### src/hdl/a8_io_params.svh
// Widths and constants shared by the a8_io design and its testbench
`ifndef A8_IO_PARAMS_SVH
`define A8_IO_PARAMS_SVH

// ==============================
// Sector buffer
// ==============================

// 512 bytes per sector
`define A8_BUF_AW 9
`define A8_BYTE_W 8

// ==============================
// Host mailbox and SD slots
// ==============================

`define A8_WORD_W 32
`define A8_NUM_DRV 4

// ==============================
// Mouse axis emulation
// ==============================

// Largest single step taken from one packet
`define A8_MDELTA_MAX 10
`define A8_AXIS_MIN (-128)
`define A8_AXIS_MAX 127

`endif
### src/hdl/mount_tracker.sv
// Image mount tracker with file attributes, size register and host data select
`timescale 1ns/1ps
`include "a8_io_params.svh"

module mount_tracker (
	input  logic                   clk_sys,
	input  logic                   areset,
	input  logic [`A8_NUM_DRV-1:0] img_mounted_i,
	input  logic                   img_readonly_i,
	input  logic [1:0]             img_type_i,
	input  logic [`A8_WORD_W-1:0]  img_size_i,
	input  logic                   lba_sel_i,
	input  logic [`A8_BYTE_W-1:0]  buf_byte_i,
	output logic                   mounted_o,
	output logic [2:0]             fileno_o,
	output logic [1:0]             filetype_o,
	output logic                   readonly_o,
	output logic [`A8_WORD_W-1:0]  host_data_o
);

	logic                  mnt_d1;
	logic                  mnt_rise;
	logic [1:0]            slot_sel;
	logic [`A8_WORD_W-1:0] file_size;

	assign mnt_rise = |img_mounted_i & ~mnt_d1;

	// Highest mounted slot wins
	always_comb begin
		slot_sel = '0;
		for (int i = 0; i < `A8_NUM_DRV; i++) begin
			if (img_mounted_i[i]) begin
				slot_sel = i[1:0];
			end
		end
	end

	always_ff @(posedge clk_sys) begin
		if (areset) begin
			mnt_d1     <= 1'b0;
			mounted_o  <= 1'b0;
			fileno_o   <= '0;
			filetype_o <= '0;
			readonly_o <= 1'b0;
			file_size  <= '0;
		end else begin
			mnt_d1 <= |img_mounted_i;
			if (mnt_rise) begin
				// Slots 0 to 3 map to file numbers 0, 1, 4, 5
				fileno_o   <= {slot_sel[1], 1'b0, slot_sel[0]};
				filetype_o <= img_type_i;
				readonly_o <= img_readonly_i | (|img_mounted_i[3:2]);
				mounted_o  <= ~mounted_o;
				file_size  <= img_size_i;
			end
		end
	end

	// Size while the host asks for the LBA and the buffer byte otherwise
	assign host_data_o = lba_sel_i ? file_size :
		{{(`A8_WORD_W-`A8_BYTE_W){1'b0}}, buf_byte_i};

endmodule

### config.mk
export PLATFORM = sky130hd
export DESIGN_NAME = mount_tracker
export DESIGN_NICKNAME = d
export VERILOG_FILES = /design/src/hdl/mount_tracker.sv
export VERILOG_INCLUDE_DIRS = /design/src /design/src/hdl
export SDC_FILE = /design/constraint.sdc
export NUM_CORES = 1
export LEC_CHECK = 0
export BUFFER_PORTS_ARGS = -buffer_cell sky130_fd_sc_hd__buf_2
export CAP_MARGIN = 20
export CORE_MARGIN = 10
export CORE_UTILIZATION = 51
export CTS_BUF_LIST = sky130_fd_sc_hd__clkbuf_8
export DETAILED_ROUTE_END_ITERATION = 8
export PLACE_DENSITY_LB_ADDON = 0.3
export SETUP_SLACK_MARGIN = 0.2
export SYNTH_ARGS = -nofsm -noshare
export SYNTH_HDL_FRONTEND = slang
export SYNTH_SLANG_ARGS = --single-unit
### constraint.sdc
create_clock -name clk_sys -period 3.2 [get_ports clk_sys]
set_input_delay 0.8 -clock clk_sys [delete_from_list [all_inputs] [get_ports clk_sys]]
set_output_delay 0.8 -clock clk_sys [all_outputs]
set_load 0.03 [all_outputs]
==> flow_metrics.py <==
metrics = {
    "logic_synthesis": {
        "yosysWarnings": 0,
        "synth.most_common_cell": "dfxtp_1",
        "syn_nets": 265,
        "avgSynthCellArea_sq_um": 8.77,
        "synth_cell_types": 24,
        "synth_edf_count": 0,
        "synth-async-reset-ratio": 0,
        "yosysTopAreaCellShare": 0.414,
        "synth_top_area_cell": "dfxtp_1",
        "synth.area.top_cells": "dfxtp_1 41%, a21oi_1 8.0%, and2_1 8.0%",
        "synth_ff_type": "dfxtp_1",
        "ys_ff_latch": 39,
        "synthCells": 215,
        "yosysSeqAreaShare": 0.414,
        "syn_area_sq_um": 1890,
        "synth_common_cells": "39 x dfxtp_1, 30 x a21oi_1, 27 x o21ai_0, 24 x and2_1, 22 x nand3_1",
    },
    "die": {
        "ios": 89,
        "rows": 22,
        "fp.dieH_microns": 80.8,
        "die_x_microns": 80.8,
        "initial_utilization": 0.523,
        "die-area_sq_um": 6530,
        "core_area_sq_um": 3610,
    },
    "critical_path": {
        "critical_path.slowest_cell": "buf_2",
        "crit_path_start_kind": "input port",
        "critPathRequiredTime_ns": 2.40,
        "end_kind": "output port",
        "path_cells": "buf_2 -> mux2_2 -> buf_2",
        "path_max_fanout": 32,
        "slowest_delay_ns": 0.41,
        "crit_path_frequent_cell": "buf_2",
        "cp.arrival_ns": 1.79,
        "worstSetupPathType": "input port to output port",
    },
    "sta": {
        "finalSetupTns_ns": 0,
        "fin_ws_ns": 0.611,
        "finalMaxSlewViolations": 0,
        "fin_crit_ns": 2.59,
        "finClkSkew_ns": 0.00371,
        "rsz0062_at_grt": "false",
        "relSlewSlack": 0.464,
        "worst_pin_slew_ns": 0.804,
        "holdWs_ns": 0.470,
        "final_hold_viol_count": 0,
        "fmax_mhz": 386,
        "finalSetupViolCount": 0,
        "fin_crit_sh": 0.809,
    },
    "cts": {
        "post_cts_buffers": 0,
        "hold_buffers": 0,
        "clk_latency_ns": 0.29,
        "cts-buffers-inserted": 5,
        "cts_sinks": 39,
        "path_clk_slew_ns": 0.07,
        "clock-root-buffer": "clkbuf_8",
        "ctsResizeCount": 0,
        "ctsLongestPathBuffers": 2,
        "cts_tree": "done",
        "h-tree-depth": 2,
    },
    "cells_and_area": {
        "n_fill_cell": 338,
        "area_growth_syn_to_layout_pct": 24.5,
        "regArea_sq_um": 781,
        "stdcell_area_sq_um": 2350,
        "final_nets": 338,
        "diodes": 0,
        "multi_input_area_sq_um": 955,
        "drive_above_1_share": 0.439,
        "utilization": 0.651,
    },
    "placement": {
        "dp_hpwl_microns": 3400,
        "placedInstanceArea_sq_um": 2270,
        "place_congestion": 0.705,
        "dp_worst_setup_slack_ns": 0.604,
        "port_buffers": 87,
    },
    "pwr": {
        "p_leak_uw": 0.00107,
        "ir_worst_vdd_uv": 263,
        "power_density_nw_per_um2": 451,
    },
    "route": {
        "drt-pass1-iter-count": 4,
        "viasPerCell": 5.42,
        "drt-initial-drc-count": 121,
        "drc_errors": 0,
        "vias": 1827,
        "drtAntennaViolNets": 0,
        "drt-total-wl_microns": 5090,
        "wire_per_inst_microns": 15.1,
    },
    "grt": {
        "use_met2": 0.246,
        "grt_first_pass_wirelength_microns": 8020,
        "overflow": 0,
        "grt.busiest_layer": "met2",
        "grt_max_degree": 40,
        "use_met3": 0.0662,
        "globalRouteMet1Util": 0.175,
        "antenna_found_initial": 0,
        "grt_pass1_vias": 1808,
        "track_usage": 0.151,
    },
    "flow_run": {
        "cap_violations": 0,
    },
    "run_status": {
        "outcome": "finished clean",
    },
    "hold_path": {
        "hold_path.class": "flip-flop to flip-flop",
    },
}
==> cells by family after synthesis <==
kind of cell    share of synthesized area
flops                               0.414
buf+inv                            0.0843
other cells                       0.00199
compound gates                      0.228
mux                                0.0478
simple gates                        0.224
==> critical path: cells and delay by family <==
family	cells	cell delay [ns]
buffers and inverters	2	0.59
multiplexers	1	0.39
==> registers in the layout, summed over array words and instances (netlist names) <==
signal / cells
mounted_o: 1
readonly_o: 1
mnt_d1: 1
file_size: 32
filetype_o: 2
fileno_o: 2
==> per-layer routing <==
layer	vias up	part of all wire
li1	902	-
met1	852	0.43
met2	68	0.48
met3	5	0.086
met4	0	0.0075
met5	-	0
==> report_power, final <==
group,internal (uW),total [uW],switching (uW)
sequential,517,529,12.2
combinational,81.2,222,141
clock,146,307,160
==> final cells by class <==
class,count,area share
tap,48,0.0256
sequential,39,0.333
clock buffer,5,0.0293
multi-input combinational,151,0.407
clock inverter,3,0.00533
inverter,2,0.00320
timing repair buffer,89,0.197
==> path summary, 6_finish.rpt <==
| check | startpoint | endpoint | slack [ns] | cells after the start |
|---|---|---|---|---|
| hold reg to reg | file_size[28] | file_size[28] | 0.47 | 2 |
| hold / removal | file_size[28] | file_size[28] | 0.47 | 2 |
| setup reg to reg | mnt_d1 | fileno_o[0] | 1.86 | 3 |
| setup / recovery | lba_sel_i | host_data_o[7] | 0.61 | 3 |
==> per-stage QoR <==
| stage | std cells | total power [uW] |
|---|---|---|
| finish | 337 | 1060 |
| CTS | 337 | 1070 |
| floorplan | 215 | 692 |
| global placement | 329 | 759 |
| global route | 337 | 1110 |
| detailed placement | 329 | 763 |
==> placed cells by master (no fill, tap or decap) <==
cell type,Yosys,final
conb_1,1,1
buf_2,4,87
or3_1,1,1
clkbuf_8,0,5
a21oi_1,30,30
nor2_1,2,2
nand3_2,12,12
clkinv_2,0,1
dfxtp_1,39,39
mux2_2,8,8
or4_4,1,1
o21ai_1,10,10
buf_4,2,1
inv_2,1,1
nand3_1,22,22
nor3_1,1,1
and2_1,24,24
buf_12,0,1
a21oi_2,9,9
o21ai_0,27,27
a211oi_1,2,2
inv_1,1,3
nor4_4,0,1
(Power assumes the default switching activity.)
