## config.mk

```make
export PLATFORM = sky130hd
export DESIGN_NAME = host_mailbox_flat
export DESIGN_NICKNAME = d
export VERILOG_FILES = /design/src/hdl/a8_io_pkg.sv /design/src/hdl/buf_port_if.sv /design/src/hdl/host_mailbox.sv /design/src/flat_wrapper.sv
export VERILOG_INCLUDE_DIRS = /design/src /design/src/hdl
export SDC_FILE = /design/constraint.sdc
export NUM_CORES = 1
export LEC_CHECK = 0
export ABC_AREA = 1
export BUFFER_PORTS_ARGS = -buffer_cell sky130_fd_sc_hd__buf_2
export CAP_MARGIN = 15
export CORE_MARGIN = 5
export CORE_UTILIZATION = 46
export DETAILED_ROUTE_END_ITERATION = 8
export PLACE_DENSITY = 0.83
export SLEW_MARGIN = 20
export SYNTH_ARGS = -nofsm -noshare
export SYNTH_HDL_FRONTEND = slang
export SYNTH_SLANG_ARGS = --single-unit
```

## constraint.sdc

```tcl
create_clock -name clk_sys -period 8.4 [get_ports clk_sys]
set_input_delay 0.84 -clock clk_sys [delete_from_list [all_inputs] [get_ports clk_sys]]
set_output_delay 0.84 -clock clk_sys [all_outputs]
set_load 0.05 [all_outputs]
```

## src/hdl/a8_io_params.svh

```systemverilog
// Widths and constants shared by the a8_io design and its testbench
`ifndef A8_IO_PARAMS_SVH
`define A8_IO_PARAMS_SVH

// ==============================
// Sector buffer
// ==============================

// 512 bytes per sector
`define A8_BUF_AW 9
`define A8_BYTE_W 8

// ==============================
// Host mailbox and SD slots
// ==============================

`define A8_WORD_W 32
`define A8_NUM_DRV 4

// ==============================
// Mouse axis emulation
// ==============================

// Largest single step taken from one packet
`define A8_MDELTA_MAX 10
`define A8_AXIS_MIN (-128)
`define A8_AXIS_MAX 127

`endif
```

## src/hdl/a8_io_pkg.sv

```systemverilog
// Package with host control, host status, mouse packet and axis types
package a8_io_pkg;

	// Host control word with lba_sel in bit 0
	typedef struct packed {
		logic [1:0] spare;
		logic [2:0] drv_num;
		logic       block_wr;
		logic       block_rd;
		logic       lba_sel;
	} host_ctrl_t;

	// Status byte read back by the host with io_done in bit 0
	typedef struct packed {
		logic       readonly;
		logic [1:0] filetype;
		logic [2:0] fileno;
		logic       mounted;
		logic       io_done;
	} host_status_t;

	// 25-bit PS/2 mouse packet as delivered by the host
	typedef struct packed {
		logic       strobe;
		logic [6:0] dy;
		logic       dy_lsb;
		logic [6:0] dx;
		logic       dx_lsb;
		logic [1:0] ovf;
		logic       dy_sign;
		logic       dx_sign;
		logic [1:0] btn_hi;
		logic [1:0] buttons;
	} mouse_pkt_t;

	// Signed axis accumulator with one bit of headroom over a byte
	typedef logic signed [8:0] axis_t;

endpackage

```

## src/hdl/buf_port_if.sv

```systemverilog
// Interface for one sector buffer port with master and RAM modports
`timescale 1ns/1ps
`include "a8_io_params.svh"

interface buf_port_if;

	logic [`A8_BUF_AW-1:0] addr;
	logic [`A8_BYTE_W-1:0] wdata;
	logic                  we;
	logic [`A8_BYTE_W-1:0] rdata;

	// Side that owns the address
	modport master (
		output addr,
		output wdata,
		output we,
		input  rdata
	);

	modport ram (
		input  addr,
		input  wdata,
		input  we,
		output rdata
	);

endinterface

```

## src/hdl/host_mailbox.sv

```systemverilog
// Host mailbox with strobe edge detection, buffer address, LBA capture and block requests
`timescale 1ns/1ps
`include "a8_io_params.svh"

module host_mailbox (
	input  logic                   clk_sys,
	input  logic                   areset,
	input  a8_io_pkg::host_ctrl_t  host_ctrl_i,
	input  logic [`A8_WORD_W-1:0]  host_data_i,
	input  logic                   host_data_wr_i,
	input  logic                   host_data_rd_i,
	input  logic                   host_io_wr_i,
	input  logic [`A8_NUM_DRV-1:0] sd_ack_i,
	buf_port_if.master             buf_port,
	output logic [`A8_WORD_W-1:0]  sd_lba_o,
	output logic [`A8_NUM_DRV-1:0] sd_rd_o,
	output logic [`A8_NUM_DRV-1:0] sd_wr_o,
	output logic                   io_done_o
);

	logic wr_d1;
	logic wr_d2;
	logic rd_d1;
	logic blrd_d1;
	logic blwr_d1;
	logic ack_d1;
	logic data_wr_det;
	logic data_rd_fall;
	logic blrd_rise;
	logic blwr_rise;
	logic ack_any;
	logic ack_fall;
	logic buf_wr;
	logic [`A8_BUF_AW-1:0] buf_addr;
	logic [$clog2(`A8_NUM_DRV)-1:0] drv_idx;

	// ==============================
	// Strobe edge detection
	// ==============================

	// Data write is seen one cycle late, so the host data has settled
	assign data_wr_det  = wr_d1 & ~wr_d2;
	assign data_rd_fall = rd_d1 & ~host_data_rd_i;
	assign blrd_rise    = host_ctrl_i.block_rd & ~blrd_d1;
	assign blwr_rise    = host_ctrl_i.block_wr & ~blwr_d1;
	assign ack_any      = |sd_ack_i;
	assign ack_fall     = ack_d1 & ~ack_any;

	always_ff @(posedge clk_sys) begin
		if (areset) begin
			wr_d1   <= 1'b0;
			wr_d2   <= 1'b0;
			rd_d1   <= 1'b0;
			blrd_d1 <= 1'b0;
			blwr_d1 <= 1'b0;
			ack_d1  <= 1'b0;
		end else begin
			wr_d1   <= host_data_wr_i;
			wr_d2   <= wr_d1;
			rd_d1   <= host_data_rd_i;
			blrd_d1 <= host_ctrl_i.block_rd;
			blwr_d1 <= host_ctrl_i.block_wr;
			ack_d1  <= ack_any;
		end
	end

	// ==============================
	// Buffer address and data
	// ==============================

	always_ff @(posedge clk_sys) begin
		if (areset) begin
			buf_wr   <= 1'b0;
			buf_addr <= '0;
		end else begin
			buf_wr <= data_wr_det & ~host_ctrl_i.lba_sel;
			if (buf_wr || data_rd_fall) begin
				buf_addr <= buf_addr + 1'b1;
			end
			// Clear from the host beats any increment
			if (host_io_wr_i) begin
				buf_addr <= '0;
			end
		end
	end

	assign buf_port.addr  = buf_addr;
	assign buf_port.wdata = host_data_i[`A8_BYTE_W-1:0];
	assign buf_port.we    = buf_wr;

	always_ff @(posedge clk_sys) begin
		if (data_wr_det && host_ctrl_i.lba_sel) begin
			sd_lba_o <= host_data_i;
		end
	end

	// ==============================
	// Block requests
	// ==============================

	// Slot index from drive number bits 2 and 0
	assign drv_idx = {host_ctrl_i.drv_num[2], host_ctrl_i.drv_num[0]};

	always_ff @(posedge clk_sys) begin
		if (areset) begin
			sd_rd_o   <= '0;
			sd_wr_o   <= '0;
			io_done_o <= 1'b0;
		end else begin
			if (blrd_rise) begin
				sd_rd_o[drv_idx] <= 1'b1;
			end
			if (blwr_rise) begin
				sd_wr_o[drv_idx] <= 1'b1;
			end
			if (blrd_rise || blwr_rise) begin
				io_done_o <= 1'b0;
			end
			// Any ack drops every pending request
			if (ack_any) begin
				sd_rd_o <= '0;
				sd_wr_o <= '0;
			end
			if (ack_fall) begin
				io_done_o <= 1'b1;
			end
		end
	end

endmodule

```

## src/flat_wrapper.sv

```systemverilog
// flat-port wrapper written by rule: the top's interface ports become plain ports
module host_mailbox_flat 
  (clk_sys, areset, host_ctrl_i, host_data_i, host_data_wr_i, host_data_rd_i, host_io_wr_i, sd_ack_i, sd_lba_o, sd_rd_o, sd_wr_o, io_done_o, buf_port_addr, buf_port_wdata, buf_port_we, buf_port_rdata);
  buf_port_if buf_port_i ();
  input  logic clk_sys;
  input  logic areset;
  input  a8_io_pkg::host_ctrl_t host_ctrl_i;
  input  logic [`A8_WORD_W-1:0] host_data_i;
  input  logic host_data_wr_i;
  input  logic host_data_rd_i;
  input  logic host_io_wr_i;
  input  logic [`A8_NUM_DRV-1:0] sd_ack_i;
  output logic [`A8_WORD_W-1:0] sd_lba_o;
  output logic [`A8_NUM_DRV-1:0] sd_rd_o;
  output logic [`A8_NUM_DRV-1:0] sd_wr_o;
  output logic io_done_o;
  output wire logic [$bits(buf_port_i.addr)-1:0] buf_port_addr;
  output wire logic [$bits(buf_port_i.wdata)-1:0] buf_port_wdata;
  output wire logic [$bits(buf_port_i.we)-1:0] buf_port_we;
  input wire logic [$bits(buf_port_i.rdata)-1:0] buf_port_rdata;
  assign buf_port_addr = buf_port_i.addr;
  assign buf_port_wdata = buf_port_i.wdata;
  assign buf_port_we = buf_port_i.we;
  assign buf_port_i.rdata = buf_port_rdata;
  host_mailbox u_core (.clk_sys(clk_sys), .areset(areset), .host_ctrl_i(host_ctrl_i), .host_data_i(host_data_i), .host_data_wr_i(host_data_wr_i), .host_data_rd_i(host_data_rd_i), .host_io_wr_i(host_io_wr_i), .sd_ack_i(sd_ack_i), .buf_port(buf_port_i), .sd_lba_o(sd_lba_o), .sd_rd_o(sd_rd_o), .sd_wr_o(sd_wr_o), .io_done_o(io_done_o));
endmodule
```

==> flow_metrics.env <==
export IMPL_areaGrowthSynthToFinish_pct=34.3
export IMPL_synth_seq_cells=57
export IMPL_ys_types=25
export IMPL_syn_inst=170
export IMPL_outcome="finished, final reports clean"
export IMPL_io_pins=116
export IMPL_cts_resized=0
export IMPL_drc_errors=0
export IMPL_via_per_inst=4.63
export IMPL_antenna_found_initial=1
export IMPL_clk_insertion_delay_late_ps=320
export IMPL_postPlaceCellArea_sq_um=2560
export IMPL_cts_tree="built"
export IMPL_cp_end_kind="output port"
export IMPL_slew_viol_final=0
export IMPL_worst_path_largest_cell_delay_ps=250
export IMPL_dp_hpwl_um=3460
export IMPL_hp_class="reg -> reg"
export IMPL_fmax_mhz=494
export IMPL_hold_start="u_core.ack_d1$_SDFF_PP0_"
export IMPL_clkTransAtPathRegs_ps=60
export IMPL_synth_area_sq_um=2030
export IMPL_synth_area_leaders="edfxtp_1, dfxtp_1, nor2_1"
export IMPL_fin_crit_ps=2020
export IMPL_min_period_over_period=0.241
export IMPL_power_mw=0.574
export IMPL_min_to="u_core.io_done_o$_SDFFE_PP0P_"
export IMPL_port_buffers=104
export IMPL_grt_overflow=0
export IMPL_r2r_start="u_core.buf_port.addr[0]$_SDFFE_PP0P_"
export IMPL_synth_top_area_frac=0.473
export IMPL_htreeDepth=3
export IMPL_wl_per_cell_um=13.2
export IMPL_first_global_vias=1523
export IMPL_dp_cells=318
export IMPL_grt_pass1_wl_um=7270
export IMPL_crit_chain="buf_2 -> buf_2"
export IMPL_routed_wl_um=4400
export IMPL_cp_slowest_cell="buf_2"
export IMPL_skew_ps=3.93
export IMPL_drive_gt1_frac=0.450
export IMPL_syn_nets=228
export IMPL_grt_max_degree=33
export IMPL_hold_path_cell_count=2
export IMPL_cp_common_cell="buf_2"
export IMPL_crit_type="in -> out"
export IMPL_r2r_slack_ps=7110
export IMPL_final_cell_count_no_fill=334
export IMPL_crit_buf_inv=2
export IMPL_first_pass_iters=6
export IMPL_clock_path_buffers=2
export IMPL_cp_arrival_ps=1180
export IMPL_numCtsBuffers=9
export IMPL_n_antenna_cell=0
export IMPL_cts_sinks=57
export IMPL_cts_setup_buffers=0
export IMPL_finalHoldViolations=0
export IMPL_nets=335
export IMPL_place_ws_ps=6370
export IMPL_syn_area_per_cell_sq_um=11.9
export IMPL_die_area_sq_um=5840
export IMPL_cap_viol_max_count=0
export IMPL_row_count=24
export IMPL_seq_area_frac_synth=0.720
export IMPL_finalSetupViolCount=0
export IMPL_ctsHoldBuffers=0
export IMPL_powerDensity_nw_per_um2=210
export IMPL_cts_root_buf="clkbuf_8"
export IMPL_layout_commonest_cell="buf_2"
export IMPL_ir_drop_uv=112
export IMPL_vias=1546
export IMPL_path_delay_family="buffers and inverters"
export IMPL_core_area_sq_um=4320
export IMPL_grt_use_total=0.157
export IMPL_r2r_cells=6
export IMPL_fin_util=0.631
export IMPL_fin_tns_setup_ps=0
export IMPL_fp_dieW_um=76.4
export IMPL_worst_pin_slew_ps=389
export IMPL_rsz0062_at_grt="no"
export IMPL_antenna_left=0
export IMPL_yosys_warnings=0
export IMPL_p_leak_nw=1.27
export IMPL_cp_start_kind="input pin"
export IMPL_first_iter_violations=76
export IMPL_final_cell_mix="buf_2, nor2_1, edfxtp_1"
export IMPL_initial_core_util=0.470
export IMPL_worstPathMaxFanout=2
export IMPL_gp_congestion=0.812
export IMPL_path_depth=2
export IMPL_fin_ws_ps=6380
export IMPL_crit_required_ps=7560
export IMPL_timing_rr_end="u_core.buf_port.addr[8]$_SDFFE_PP0P_"
export IMPL_final_area_sq_um=2730
export IMPL_timing_hold_ws_ps=441
export IMPL_slew_headroom=0.741
export IMPL_die_h_um=76.4
export IMPL_yosys_area_top_type="edfxtp_1"
## synthesized netlist by cell type, drive strengths merged
library cell / n
a21oi: 14
nand3: 4
dfxtp: 25
o21ai: 2
nor4: 1
ha: 1
nor3b: 2
inv: 18
edfxtp: 32
nand4: 2
nand3b: 1
o31ai: 1
and3: 1
nor2: 36
nand2: 20
nor3: 1
buf: 9
## sequential cells by signal (all words and copies together) (netlist names)
signal / cells
u_core.sd_wr_o: 4
u_core.buf_port.addr: 9
u_core.wr_d1: 1
u_core.blrd_d1: 1
u_core.io_done_o: 1
u_core.sd_rd_o: 4
u_core.buf_port.we: 1
u_core.sd_lba_o: 32
u_core.rd_d1: 1
u_core.wr_d2: 1
u_core.blwr_d1: 1
u_core.ack_d1: 1
## cell type report
type / instances / area [sq um]
clock buffer: 15 / 166
clock inverter: 1 / 3.75
fill: 369 / 1600
inverter: 18 / 67.6
multi-input combinational: 86 / 435
sequential: 57 / 1460
tap: 52 / 65.1
timing repair buffer: 105 / 528
## per-layer routing
layer  vias up  track usage  wire length (um)
met5         -            0                 7
met2        71        0.262              2220
li1        777            -                 -
met3        11       0.0650               413
met4         2       0.0892                91
met1       685        0.165              1680
## power breakdown
group	switching, mW	internal (mW)	total, mW
Clock	0.0950	0.123	0.218
Sequential	0.00186	0.302	0.304
Combinational	0.0378	0.0147	0.0524
## cells by family (layout without fill, tap and decap cells)
group,Yosys count,in the layout,share of synthesized area
adders and majority gates,1,1,0.00616
and+or+nand+nor,68,68,0.163
DFF,57,57,0.720
AOI/OAI and AO/OA,17,17,0.0431
buffers and inverters,27,139,0.0684
## how the worst max path moves through the flow
stage | from | to | slack [ps]
6_report | host_data_i[3] | buf_port_wdata[3] | 6380
5_1_grt | host_data_i[3] | buf_port_wdata[3] | 6350
4_1_cts | host_data_i[2] | buf_port_wdata[2] | 6370
3_5_place_dp | host_data_i[2] | buf_port_wdata[2] | 6370
3_3_place_gp | host_data_i[5] | buf_port_wdata[5] | 6380
2_1_floorplan | host_ctrl_i[0] | u_core.sd_lba_o[0]$_DFFE_PP_ | 4720
Power figures use the tool's default switching activity.
