**config.mk**
```make
export PLATFORM = sky130hd
export DESIGN_NAME = mouse_axis
export DESIGN_NICKNAME = d
export VERILOG_FILES = /design/src/hdl/a8_io_pkg.sv /design/src/hdl/mouse_axis.sv
export VERILOG_INCLUDE_DIRS = /design/src /design/src/hdl
export SDC_FILE = /design/constraint.sdc
export NUM_CORES = 1
export LEC_CHECK = 0
export ABC_AREA = 1
export ABC_CLOCK_PERIOD_IN_PS = 3450
export BUFFER_PORTS_ARGS = -buffer_cell sky130_fd_sc_hd__buf_2
export CAP_MARGIN = 20
export CORE_MARGIN = 2
export CORE_UTILIZATION = 25
export DETAILED_ROUTE_END_ITERATION = 10
export SETUP_SLACK_MARGIN = 0.05
export SYNTH_ARGS = -nofsm -noshare
export SYNTH_HDL_FRONTEND = slang
export SYNTH_SLANG_ARGS = --single-unit
```
**constraint.sdc**
```tcl
create_clock -name clk_sys -period 3.45 [get_ports clk_sys]
set_input_delay 0 -clock clk_sys [delete_from_list [all_inputs] [get_ports clk_sys]]
set_output_delay 0 -clock clk_sys [all_outputs]
set_load 0.03 [all_outputs]
```
**src/hdl/a8_io_params.svh**
```systemverilog
// Widths and constants shared by the a8_io design and its testbench
`ifndef A8_IO_PARAMS_SVH
`define A8_IO_PARAMS_SVH

// ==============================
// Sector buffer
// ==============================

// 512 bytes per sector
`define A8_BUF_AW 9
`define A8_BYTE_W 8

// ==============================
// Host mailbox and SD slots
// ==============================

`define A8_WORD_W 32
`define A8_NUM_DRV 4

// ==============================
// Mouse axis emulation
// ==============================

// Largest single step taken from one packet
`define A8_MDELTA_MAX 10
`define A8_AXIS_MIN (-128)
`define A8_AXIS_MAX 127

`endif
```
**src/hdl/a8_io_pkg.sv**
```systemverilog
// Package with host control, host status, mouse packet and axis types
package a8_io_pkg;

	// Host control word with lba_sel in bit 0
	typedef struct packed {
		logic [1:0] spare;
		logic [2:0] drv_num;
		logic       block_wr;
		logic       block_rd;
		logic       lba_sel;
	} host_ctrl_t;

	// Status byte read back by the host with io_done in bit 0
	typedef struct packed {
		logic       readonly;
		logic [1:0] filetype;
		logic [2:0] fileno;
		logic       mounted;
		logic       io_done;
	} host_status_t;

	// 25-bit PS/2 mouse packet as delivered by the host
	typedef struct packed {
		logic       strobe;
		logic [6:0] dy;
		logic       dy_lsb;
		logic [6:0] dx;
		logic       dx_lsb;
		logic [1:0] ovf;
		logic       dy_sign;
		logic       dx_sign;
		logic [1:0] btn_hi;
		logic [1:0] buttons;
	} mouse_pkt_t;

	// Signed axis accumulator with one bit of headroom over a byte
	typedef logic signed [8:0] axis_t;

endpackage

```
**src/hdl/mouse_axis.sv**
```systemverilog
// Mouse axis emulation with delta clamping, axis accumulation and joystick select
`timescale 1ns/1ps
`include "a8_io_params.svh"

module mouse_axis (
	input  logic                  clk_sys,
	input  logic                  areset,
	input  a8_io_pkg::mouse_pkt_t mouse_pkt_i,
	input  logic                  mouse_invert_y_i,
	input  logic [15:0]           joya_i,
	input  logic [13:0]           joy_i,
	input  logic                  cpu_halt_i,
	output logic [7:0]            axis_x_o,
	output logic [7:0]            axis_y_o,
	output logic [13:0]           joy_o
);

	import a8_io_pkg::*;

	axis_t mx;
	axis_t my;
	axis_t mdx;
	axis_t mdy;
	axis_t nmx;
	axis_t nmy;
	logic  emu;
	logic  stb_d1;

	function automatic axis_t sat(input axis_t v, input int lo, input int hi);
		if (v < lo) begin
			return axis_t'(lo);
		end
		if (v > hi) begin
			return axis_t'(hi);
		end
		return v;
	endfunction

	// ==============================
	// Next axis values
	// ==============================

	assign mdx = sat({mouse_pkt_i.dx_sign, mouse_pkt_i.dx_sign, mouse_pkt_i.dx},
		-`A8_MDELTA_MAX, `A8_MDELTA_MAX);
	assign mdy = sat({mouse_pkt_i.dy_sign, mouse_pkt_i.dy_sign, mouse_pkt_i.dy},
		-`A8_MDELTA_MAX, `A8_MDELTA_MAX);
	assign nmx = mx + mdx;
	assign nmy = mouse_invert_y_i ? (my - mdy) : (my + mdy);

	always_ff @(posedge clk_sys) begin
		if (areset) begin
			stb_d1 <= 1'b0;
			emu    <= 1'b0;
			mx     <= '0;
			my     <= '0;
		end else begin
			stb_d1 <= mouse_pkt_i.strobe;
			// Each toggle of the strobe is a new packet
			if (stb_d1 != mouse_pkt_i.strobe) begin
				emu <= 1'b1;
				mx  <= sat(nmx, `A8_AXIS_MIN, `A8_AXIS_MAX);
				my  <= sat(nmy, `A8_AXIS_MIN, `A8_AXIS_MAX);
			end
			// Real stick movement or a halted CPU hands control back
			if ((|joya_i) || cpu_halt_i) begin
				emu <= 1'b0;
				mx  <= '0;
				my  <= '0;
			end
		end
	end

	assign axis_x_o = emu ? mx[7:0] : joya_i[7:0];
	assign axis_y_o = emu ? my[7:0] : joya_i[15:8];
	assign joy_o    = {joy_i[13:9], emu ? mouse_pkt_i.buttons : joy_i[8:7], joy_i[6:0]};

endmodule

```
==> results of run 1 <==
-- final cells by class --
cell class	instances	share of cell area [%]
inverters	47	6.92
clock buffers	4	2.16
flip-flops and latches	20	15.7
repair buffers	61	12.4
well taps	108	5.30
multi-input cells	274	57.5
-- metrics by stage --
stage / instances / total power, mW / util [%]
final: 514 / 0.617 / 29.7
after global routing: 514 / 0.656 / 29.7
after CTS: 514 / 0.623 / 29.7
after detailed placement: 509 / 0.439 / 28.9
after global placement: 509 / 0.436 / 28.9
after floorplan: 364 / 0.405 / -
-- final timing paths --
path                      start                 end  slack, ns  cells after the start
min reg2reg  my[0]$_SDFFE_PP0P_  my[0]$_SDFFE_PP0P_       0.49                      2
max reg2reg  my[0]$_SDFFE_PP0P_  my[0]$_SDFFE_PP0P_       1.27                     15
min             mouse_pkt_i[24]   stb_d1$_SDFF_PP0_     -0.004                      3
max             mouse_pkt_i[19]  my[0]$_SDFFE_PP0P_       0.79                     23
-- worst min-delay path, delay by kind of cell --
family        cells  cell delay (ns)
buf+inv           2             0.12
simple gates      1             0.10
-- sequential cells by signal, summed over array words and instances (netlist names) --
register  count
my            9
stb_d1        1
emu           1
mx            9
-- cell families (layout without fill, tap and decap cells) --
| logic type | Yosys count | count (layout) | share of synthesized area (%) |
|---|---|---|---|
| AND/OR/NAND/NOR | 186 | 186 | 35.4 |
| buffers and inverters | 70 | 112 | 14.3 |
| AO/OA/AOI/OAI | 56 | 56 | 15.1 |
| flip-flops | 20 | 20 | 18.4 |
| adder cells (fa/ha/maj) | 19 | 19 | 11.6 |
| XOR/XNOR | 13 | 13 | 5.23 |
-- cell usage after synthesis (all sizes together) --
master / count / area share, %
nand2: 140 / 25
inv: 47 / 8.1
a21oi: 32 / 8.7
dfxtp: 20 / 18
nor2: 18 / 3.1
ha: 17 / 9.8
o21ai: 15 / 3.4
buf: 14 / 4.6
nand3: 14 / 3.4
clkbuf: 9 / 1.6
xor2: 7 / 2.8
xnor2: 6 / 2.4
nand4: 4 / 1.1
nor3: 4 / 1.1
a21o: 3 / 1.0
a31oi: 3 / 0.86
nor4: 3 / 0.86
fa: 2 / 1.8
nand3b: 2 / 0.69
o21a: 2 / 0.69
o21bai: 1 / 0.34
or2: 1 / 0.29
-- per-layer routing --
metal / wire length, um / vias up
li1: - / 1223
met1: 2420 / 984
met2: 2670 / 46
met3: 221 / 10
met4: 48 / 0
met5: 0 / -
-- timing repair --
item | in CTS | in global routing
setup buffers | 0 | 0
hold buffers | 1 | 0
hold endpoints to repair | 1 | 0
-- power breakdown --
group / total [mW] / switching (mW) / leakage [nW] / internal, mW
registers: 0.231 / 0.000293 / 0.161 / 0.231
logic: 0.201 / 0.127 / 1.18 / 0.0738
clock network: 0.185 / 0.0831 / 0.0288 / 0.102
total: 0.617 / 0.210 / 1.37 / 0.407
==> metrics.cfg, run 1 <==
[setup_path]
path_cells=buf_2 > inv_1 > nand2_1 > nand2_1 > nand2_1 > nand2_1 > inv_1 > nor3_1 > ha_1 > o21ai_0 > fa_1 > nand3_1 > nand3_1 > nand2_1 > nand2_1 > nand2_1 > nand2_2 > inv_2 > nand2_4 > nand3_1 > nand2_1 > nand2_1 > a21oi_2
slowest_stage=nor3_1
crit_path_start_kind=input port
worst_ep_required_time_ns=3.65
crit_family=simple AND/OR/NAND/NOR gates
max_stage_delay_ns=0.35
end_kind=flip-flop
crit_buf_inv=4
crit_arrival_ns=2.87
cpMostUsedCell=nand2_1
crit_type=in2reg
path_max_fanout=7

[yosys]
ys_types=30
synth_seq_area_share_pct=18.4
synthesis.instances=364
synth_area_um2=2180
ys_ff_latch=20
syn_area_per_cell_um2=5.98
synth_nets=442
yosys_warnings=0

[global_routing]
busiest_layer=met2
grt_pass1_wl_mm=9.35
grt_overflow=0
met3_usage_pct=1.58
grt_usage_pct=11.6
grt_pass1_vias=2078
use_met1_pct=14.4
grt_max_degree=26
grt_use_met2_pct=21.6
antenna_found_initial=0

[floorplan]
initial_core_util_pct=25.3
dieHeight_um=97.3
fp-row-count=34
fp.dieArea_um2=9470
core_um2=8590
io_pins=89
die-width_um=97.3

[power]
ir_worst_vdd_uv=115
powerDensity_nw_per_um2=242
leakagePower_nw=1.37

[timing]
clock.fmax_mhz=376
hold_viol=1
rsz0062_at_grt=false
drv_slew=0
tightest_slew_ns=0.710
timing.final.crit_share_pct=77.1
period_needed_ns=2.66
tns_ns=0
fin_ws_ns=0.788
finClkSkew_ns=0.00385
setup_viol=0
slew_headroom_pct=52.6
hold_ws_ns=-0.00435

[cells_and_area]
regArea_um2=400
layout_commonest_cell=nand2_1
synthToLayoutAreaGrowth_pct=17.1
drive_gt1_share_pct=19.0
diodes=0
design_area_um2=2550
mostFrequentLayoutCells=nand2_1, buf_2, inv_1
multi_input_area_um2=1470
fill_cells=972
fin_nets=485

[place]
detailed_place_hpwl_mm=4.48
portBuffers=58
dpl-instance-area_um2=2480
gp_congestion=0.855
dp_slack_ns=0.482

[drt]
vias_per_cell=4.40
antenna_left=0
avgRoutedWirePerCell_um=10.4
drt_iter0_drc=71
dr.pass1.iters=4
routed_wl_mm=5.36
num_vias=2263
post-route-drc-count=0

[cts]
clkLatencyLatePin_ns=0.26
clockRootBuffer=clkbuf_8
h-tree-depth=1
cts_resized=0
clk_pin_slew_worst_paths_ns=0.08
numCtsBuffers=3
max-clock-path-buffers=2
cts_sinks=20
cts_tree=done

[worst_hold_path]
hp-class=in2reg

[outcome]
violations=negative hold slack
outcome=finished, violations left

[run]
drv_cap=0

Power figures use the tool's default switching activity.
==> run 2, diff against run 1 <==
- ABC_AREA: 1 -> 0
- ABC_CLOCK_PERIOD_IN_PS: 3450 -> 2460
- clock period: 3.45 -> 2.46 ns (I/O delays scaled with it)
==> metrics.cfg, run 2 <==
[outcome]
outcome=finished, violations left  ; unchanged
violations=negative setup slack  ; was negative hold slack

[power]
powerDensity_nw_per_um2=337  ; was 242 nW/um2
ir_worst_vdd_uv=182  ; was 115 uV
leakagePower_nw=1.41  ; was 1.37 nW
finalPower_mw=1.06  ; was 0.617 mW

[cells_and_area]
design_area_um2=3140  ; was 2550 um2
diodes=0  ; unchanged
drive_gt1_share_pct=54.2  ; was 19.0%
multi_input_area_um2=1760  ; was 1470 um2
mostFrequentLayoutCells=buf_2, buf_4, dfxtp_1  ; was nand2_1, buf_2, inv_1
synthToLayoutAreaGrowth_pct=47.4  ; was 17.1%
fin_nets=422  ; was 485
fin_cells=448  ; was 514
regArea_um2=402  ; was 400 um2
utilization_pct=38.0  ; was 29.7%
largest_registers=mx (9), my (9)  ; unchanged
layout_commonest_cell=buf_2  ; was nand2_1
fill_cells=852  ; was 972

[run]
drv_cap=0  ; unchanged

[cts]
max-clock-path-buffers=2  ; unchanged
h-tree-depth=1  ; unchanged
cts_sinks=20  ; unchanged
cts_tree=done  ; unchanged
clk_pin_slew_worst_paths_ns=0.08  ; about the same
clockRootBuffer=clkbuf_8  ; unchanged
numCtsBuffers=3  ; unchanged
clkLatencyLatePin_ns=0.27  ; was 0.26 ns

[timing]
setup_viol=9  ; was 0
drv_slew=0  ; unchanged
tightest_slew_ns=0.502  ; was 0.710 ns
timing.final.crit_share_pct=114
slew_headroom_pct=66.2  ; was 52.6%
fin_ws_ns=-0.353  ; was 0.788 ns
clock.fmax_mhz=355
finClkSkew_ns=0.00323  ; was 0.00385 ns
rsz0062_at_grt=true  ; was false
hold_viol=0  ; was 1
period_needed_ns=2.81

[setup_path]
end_kind=flip-flop  ; unchanged
crit_type=in2reg  ; unchanged
endpoint=my[6]$_SDFFE_PP0P_  ; was my[0]$_SDFFE_PP0P_
rrSetupSlack_ns=0.01  ; was 1.27 ns
crit_arrival_ns=3.02  ; was 2.87 ns
max_stage_delay_ns=0.35  ; about the same
r2r_cells=11  ; was 15
cp.depth=17  ; was 23
crit_family=compound AO/OA/AOI/OAI gates  ; was simple AND/OR/NAND/NOR gates
path_max_fanout=8  ; was 7
path_cells=buf_6 > a21o_1 > a2111oi_4 > or2_4 > nand2_4 > nor2_4 > ha_4 > nor2_2 > xor2_1 > ha_1 > a21o_1 > a21oi_2 > nor2_2 > o41ai_4 > xnor2_4 > maj3_2 > a21oi_2  ; was buf_2 > inv_1 > nand2_1 > nand2_1 > nand2_1 > nand2_1 > inv_1 > nor3_1 > ha_1 > o21ai_0 > fa_1 > nand3_1 > nand3_1 > nand2_1 > nand2_1 > nand2_1 > nand2_2 > inv_2 > nand2_4 > nand3_1 > nand2_1 > nand2_1 > a21oi_2
reg2reg_from=my[0]$_SDFFE_PP0P_  ; unchanged
r2r-end=my[6]$_SDFFE_PP0P_  ; was my[0]$_SDFFE_PP0P_
crit_buf_inv=1  ; was 4
crit_path_start_kind=input port  ; unchanged
slowest_stage=o41ai_4  ; was nor3_1
crit_start=mouse_pkt_i[17]  ; was mouse_pkt_i[19]
worst_ep_required_time_ns=2.67  ; was 3.65 ns

[yosys]
ys.flop_type=dfxtp_1  ; unchanged
synth_area_um2=2130  ; was 2180 um2
synthTopCellsByCount=a21oi_1, dfxtp_1, nor2_1  ; was nand2_1, inv_1, a21oi_1
synth_nets=325  ; was 442
synth_top_area_share_pct=18.8  ; was 23.6%
synth_seq_area_share_pct=18.8  ; was 18.4%
synth_edf_count=0  ; unchanged
synthArstFlopShare_pct=0  ; unchanged
ys_ff_latch=20  ; unchanged
yosysTopAreaCell=dfxtp_1  ; was nand2_1
synth_top_cells_by_area=dfxtp_1, ha_1, mux2_2  ; was nand2_1, dfxtp_1, ha_1
synthesis.instances=247  ; was 364
yosys_warnings=0  ; unchanged
syn_area_per_cell_um2=8.63  ; was 5.98 um2
ys_types=45  ; was 30
yosysMostFrequentCell=a21oi_1  ; was nand2_1

[floorplan]
die-width_um=96.4  ; was 97.3 um
io_pins=89  ; unchanged
fp.dieArea_um2=9280  ; was 9470 um2
fp-row-count=33  ; was 34
core_um2=8260  ; was 8590 um2
dieHeight_um=96.4  ; was 97.3 um
initial_core_util_pct=25.8  ; was 25.3%

[global_routing]
grt_max_degree=30  ; was 26
grt_pass1_wl_mm=9.28  ; was 9.35 mm
grt_pass1_vias=2095  ; was 2078
grt_overflow=0  ; unchanged
grt_usage_pct=12.8  ; was 11.6%
antenna_found_initial=0  ; unchanged

[place]
dpl-instance-area_um2=2800  ; was 2480 um2
portBuffers=58  ; unchanged
dp.cells=431  ; was 509
detailed_place_hpwl_mm=4.72  ; was 4.48 mm
dp_slack_ns=-0.754  ; was 0.482 ns
gp_congestion=0.819  ; was 0.855

[drt]
drt_iter0_drc=66  ; was 71
post-route-drc-count=0  ; unchanged
routed_wl_mm=6.02  ; was 5.36 mm
avgRoutedWirePerCell_um=13.4  ; was 10.4 um
antenna_left=0  ; unchanged
dr.pass1.iters=5  ; was 4
vias_per_cell=4.80  ; was 4.40
num_vias=2150  ; was 2263

[worst_hold_path]
hp-class=in2out  ; was in2reg

run 2: cell count changes in the layout (fill, tap and decap cells not counted), moves of 6 or more:
cell / before / now
nand2_1: 137 / 6
mux2_2: 0 / 18
buf_4: 2 / 54
a21oi_2: 2 / 9
maj3_2: 0 / 7
a21oi_1: 28 / 18
inv_1: 44 / 5
nand3_1: 13 / 7
run 2: kinds of logic (layout without fill, tap and decap cells):
logic type / count (synthesis) / count (layout) / synth area share, %
XOR/XNOR: 20 / 20 / 9.63
AO/OA/AOI/OAI: 72 / 72 / 23.4
adder cells (fa/ha/maj): 26 / 26 / 15.1
buffers and inverters: 31 / 127 / 7.57
AND/OR/NAND/NOR: 57 / 57 / 14.6
flip-flops: 20 / 20 / 18.8
multiplexers: 21 / 21 / 10.9
run 2: layer usage:
layer | track usage [%] | up-vias | wire length (um)
met5 | 0 | - | 0
met2 | 26.3 | 54 | 3290
met4 | 3.99 | 0 | 65
met1 | 13.2 | 1009 | 2360
met3 | 1.49 | 6 | 294
li1 | - | 1081 | -
run 2: how the worst min path moves through the flow:
stage	endpoint	from	cells past startpoint	slack [ns]
final	joy_o[10]	joy_i[10]	0	0.00001
after global placement	joy_o[1]	joy_i[1]	0	0.0002
after floorplan	stb_d1$_SDFF_PP0_	areset	1	0.07
after global routing	joy_o[13]	joy_i[13]	0	0.00005
after CTS	joy_o[1]	joy_i[1]	0	0.0002
after detailed placement	joy_o[1]	joy_i[1]	0	0.0002
run 2: area by class of cell:
cell class,instances,area share [%]
Multi-Input combinational cell,196,56.1
Timing Repair Buffer,115,23.7
Sequential cell,20,12.8
Tap cell,105,4.18
Clock buffer,3,1.31
Clock inverter,1,0.956
Inverter,8,0.956
run 2: worst register-to-register path, cell delays in order (launching register included):
cell and delay [ns]:
dfxtp_1 0.34, inv_1 0.10, ha_4 0.15, inv_2 0.03, fa_2 0.33, a21o_1 0.20
a21oi_2 0.17, nor2_2 0.08, o41ai_4 0.35, xnor2_4 0.19, maj3_2 0.33, a21oi_2 0.13
run 2: where the power goes:
group	leakage, nW	internal [mW]	switching (mW)
Combinational	1.21	0.188	0.202
Sequential	0.162	0.324	0.000738
Clock	0.0357	0.218	0.126
run 2: through the flow:
stage,TNS (ns),hold slack [ns]
6_report,-2.83,0.0000132
5_1_grt,-4.51,0.0000464
4_1_cts,-3.41,0.000205
3_5_place_dp,-8.62,0.000205
2_1_floorplan,-3.85,0.0716
3_3_place_gp,-7.83,0.000205
run 2: timing repair:
| item | 4_1_cts | 5_1_grt |
|---|---|---|
| gates resized for setup | 26 | 12 |
| hold buffers | 2 | 0 |
| setup buffers | 7 | 4 |
| hold endpoints to repair | 1 | 0 |
| pin swaps | 20 | 17 |
| setup endpoints to repair | 16 | 17 |
| gates cloned | 0 | 0 |
==> run 3, diff against run 2 <==
- ABC_CLOCK_PERIOD_IN_PS: 2460 -> 3200
- clock period: 2.46 -> 3.2 ns (I/O delays scaled with it)
==> metrics.cfg, run 3 (same netlist as run 2, synthesis figures left out) <==
[outcome]
outcome=completed  ; was finished, violations left

[timing]
period_needed_ns=2.99
clock.fmax_mhz=334
timing.final.crit_share_pct=93.5
slew_headroom_pct=37.1  ; was 66.2%
rsz0062_at_grt=false  ; was true
drv_slew=0  ; unchanged
tightest_slew_ns=0.943  ; was 0.502 ns
hold_viol=0  ; unchanged
setup_viol=0  ; was 9
finClkSkew_ns=0.00141  ; was 0.00323 ns
tns_ns=0  ; was -2.83 ns

[setup_path]
worst_ep_required_time_ns=3.39  ; was 2.67 ns
crit_path_start_kind=input port  ; unchanged
end_kind=flip-flop  ; unchanged
cpMostUsedCell=a21o_1
crit_start=mouse_pkt_i[17]  ; unchanged
crit_type=in2reg  ; unchanged
crit_arrival_ns=3.18  ; was 3.02 ns
path_max_fanout=8  ; unchanged
path_cells=buf_2 > a21o_1 > a2111oi_4 > or2_4 > nand3_1 > ha_1 > o21ai_1 > fa_2 > a21o_1 > a21oi_2 > nor2_1 > o41ai_4 > xnor2_4 > maj3_1 > a21oi_1  ; was buf_6 > a21o_1 > a2111oi_4 > or2_4 > nand2_4 > nor2_4 > ha_4 > nor2_2 > xor2_1 > ha_1 > a21o_1 > a21oi_2 > nor2_2 > o41ai_4 > xnor2_4 > maj3_2 > a21oi_2
max_stage_delay_ns=0.37  ; was 0.35 ns
reg2reg_from=mx[0]$_SDFFE_PP0P_  ; was my[0]$_SDFFE_PP0P_
slowest_stage=fa_2  ; was o41ai_4

[cells_and_area]
fin_nets=389  ; was 422
mostFrequentLayoutCells=buf_2, a21oi_1, buf_4  ; was buf_2, buf_4, dfxtp_1
fill_cells=876  ; was 852
largest_registers=mx (9), my (9)  ; unchanged
layout_commonest_cell=buf_2  ; unchanged
drive_gt1_share_pct=40.0  ; was 54.2%
fin_cells=415  ; was 448
synthToLayoutAreaGrowth_pct=26.6  ; was 47.4%
diodes=0  ; unchanged

[drt]
drt_iter0_drc=161  ; was 66
avgRoutedWirePerCell_um=12.7  ; was 13.4 um
dr.pass1.iters=4  ; was 5
antenna_left=0  ; unchanged
routed_wl_mm=5.29  ; was 6.02 mm
vias_per_cell=4.67  ; was 4.80
post-route-drc-count=0  ; unchanged
num_vias=1936  ; was 2150

[floorplan]
fp-row-count=33  ; unchanged
io_pins=89  ; unchanged
core_um2=8260  ; unchanged
die-width_um=96.4  ; unchanged
initial_core_util_pct=25.8  ; unchanged
fp.dieArea_um2=9280  ; unchanged
dieHeight_um=96.4  ; unchanged

[place]
detailed_place_hpwl_mm=4.36  ; was 4.72 mm
dp.cells=409  ; was 431
portBuffers=58  ; unchanged
gp_congestion=0.757  ; was 0.819

[worst_hold_path]
hp-start=joy_i[3]  ; was joy_i[10]
hp-class=in2out  ; unchanged

[global_routing]
grt_usage_pct=11.5  ; was 12.8%
grt_max_degree=30  ; unchanged
grt_pass1_wl_mm=8.35  ; was 9.28 mm
antenna_found_initial=0  ; unchanged
grt_overflow=0  ; unchanged
grt_pass1_vias=1776  ; was 2095

[cts]
cts_sinks=20  ; unchanged
clockRootBuffer=clkbuf_8  ; unchanged
h-tree-depth=1  ; unchanged
cts_tree=done  ; unchanged
numCtsBuffers=3  ; unchanged
clkLatencyLatePin_ns=0.26  ; was 0.27 ns
max-clock-path-buffers=2  ; unchanged
clk_pin_slew_worst_paths_ns=0.07  ; was 0.08 ns

[power]
ir_worst_vdd_uv=157  ; was 182 uV
leakagePower_nw=1.21  ; was 1.41 nW
powerDensity_nw_per_um2=254  ; was 337 nW/um2

[run]
drv_cap=0  ; unchanged

## run 3: cell types whose count changed in the layout (fill, tap and decap cells not counted), sizes merged
cell,delta
dlygate4sd3,-1
clkbuf,+1
bufinv,-1
buf,-32
## run 3: area by class of cell
cell class / count / area (um2) / area share [%]
timing repair buffer: 82 / 473 / 17.5
tap: 105 / 131 / 4.87
inverter: 8 / 30.0 / 1.11
clock buffer: 4 / 55.1 / 2.04
sequential: 20 / 400 / 14.8
multi-input combinational: 196 / 1610 / 59.6
## run 3: repair_timing
action                                 CTS  global route
endpoints found under the hold margin    1             0
setup buffers                            0             1
setup endpoints to repair                0             9
gates resized for setup                  0            10
hold buffers                             1             0
## run 3: per-stage QoR
stage / setup WS, ns / util, % / hold slack (ns) / power [mW] / area (um2)
5_1_grt: 0.0183 / 32.7 / 0.0000499 / 0.733 / 2700
3_3_place_gp: -0.115 / 31.3 / 0.000205 / 0.488 / 2590
6_report: 0.208 / 32.7 / 0.0000116 / 0.686 / 2700
2_1_floorplan: 0.109 / - / 0.0716 / 0.433 / 2130
3_5_place_dp: -0.176 / 31.3 / 0.000205 / 0.492 / 2590
4_1_cts: 0.108 / 32.1 / 0.000205 / 0.686 / 2650
## run 3: report_power, final
part	leakage, nW	switching [mW]	internal [mW]
Sequential	0.161	0.000532	0.249
Clock	0.0288	0.0823	0.109
Combinational	1.02	0.135	0.110
## run 3: routing by layer
metal / wire length (um) / share of wire (%) / vias up / global-route usage [%]
met5: 0 / 0 / - / 0
met4: 15 / 0.28 / 0 / 1.29
met3: 277 / 5.2 / 4 / 2.27
met2: 2420 / 46 / 32 / 17.8
met1: 2580 / 49 / 886 / 16.9
li1: - / - / 1014 / -
## run 3: final timing paths
kind	to	slack, ns	cells past startpoint
max	my[6]$_SDFFE_PP0P_	0.21	15
min	joy_o[3]	0.00001	0
max reg2reg	mx[4]$_SDFFE_PP0P_	0.61	9
min reg2reg	mx[7]$_SDFFE_PP0P_	0.49	2
## run 3: critical path, delay by kind of cell
kind,cells,cell delay (ns)
XOR/XNOR,1,0.18
AO/OA/AOI/OAI,7,1.48
buffers and inverters,1,0.10
AND/OR/NAND/NOR,3,0.38
adder cells (fa/ha/maj),3,1.03
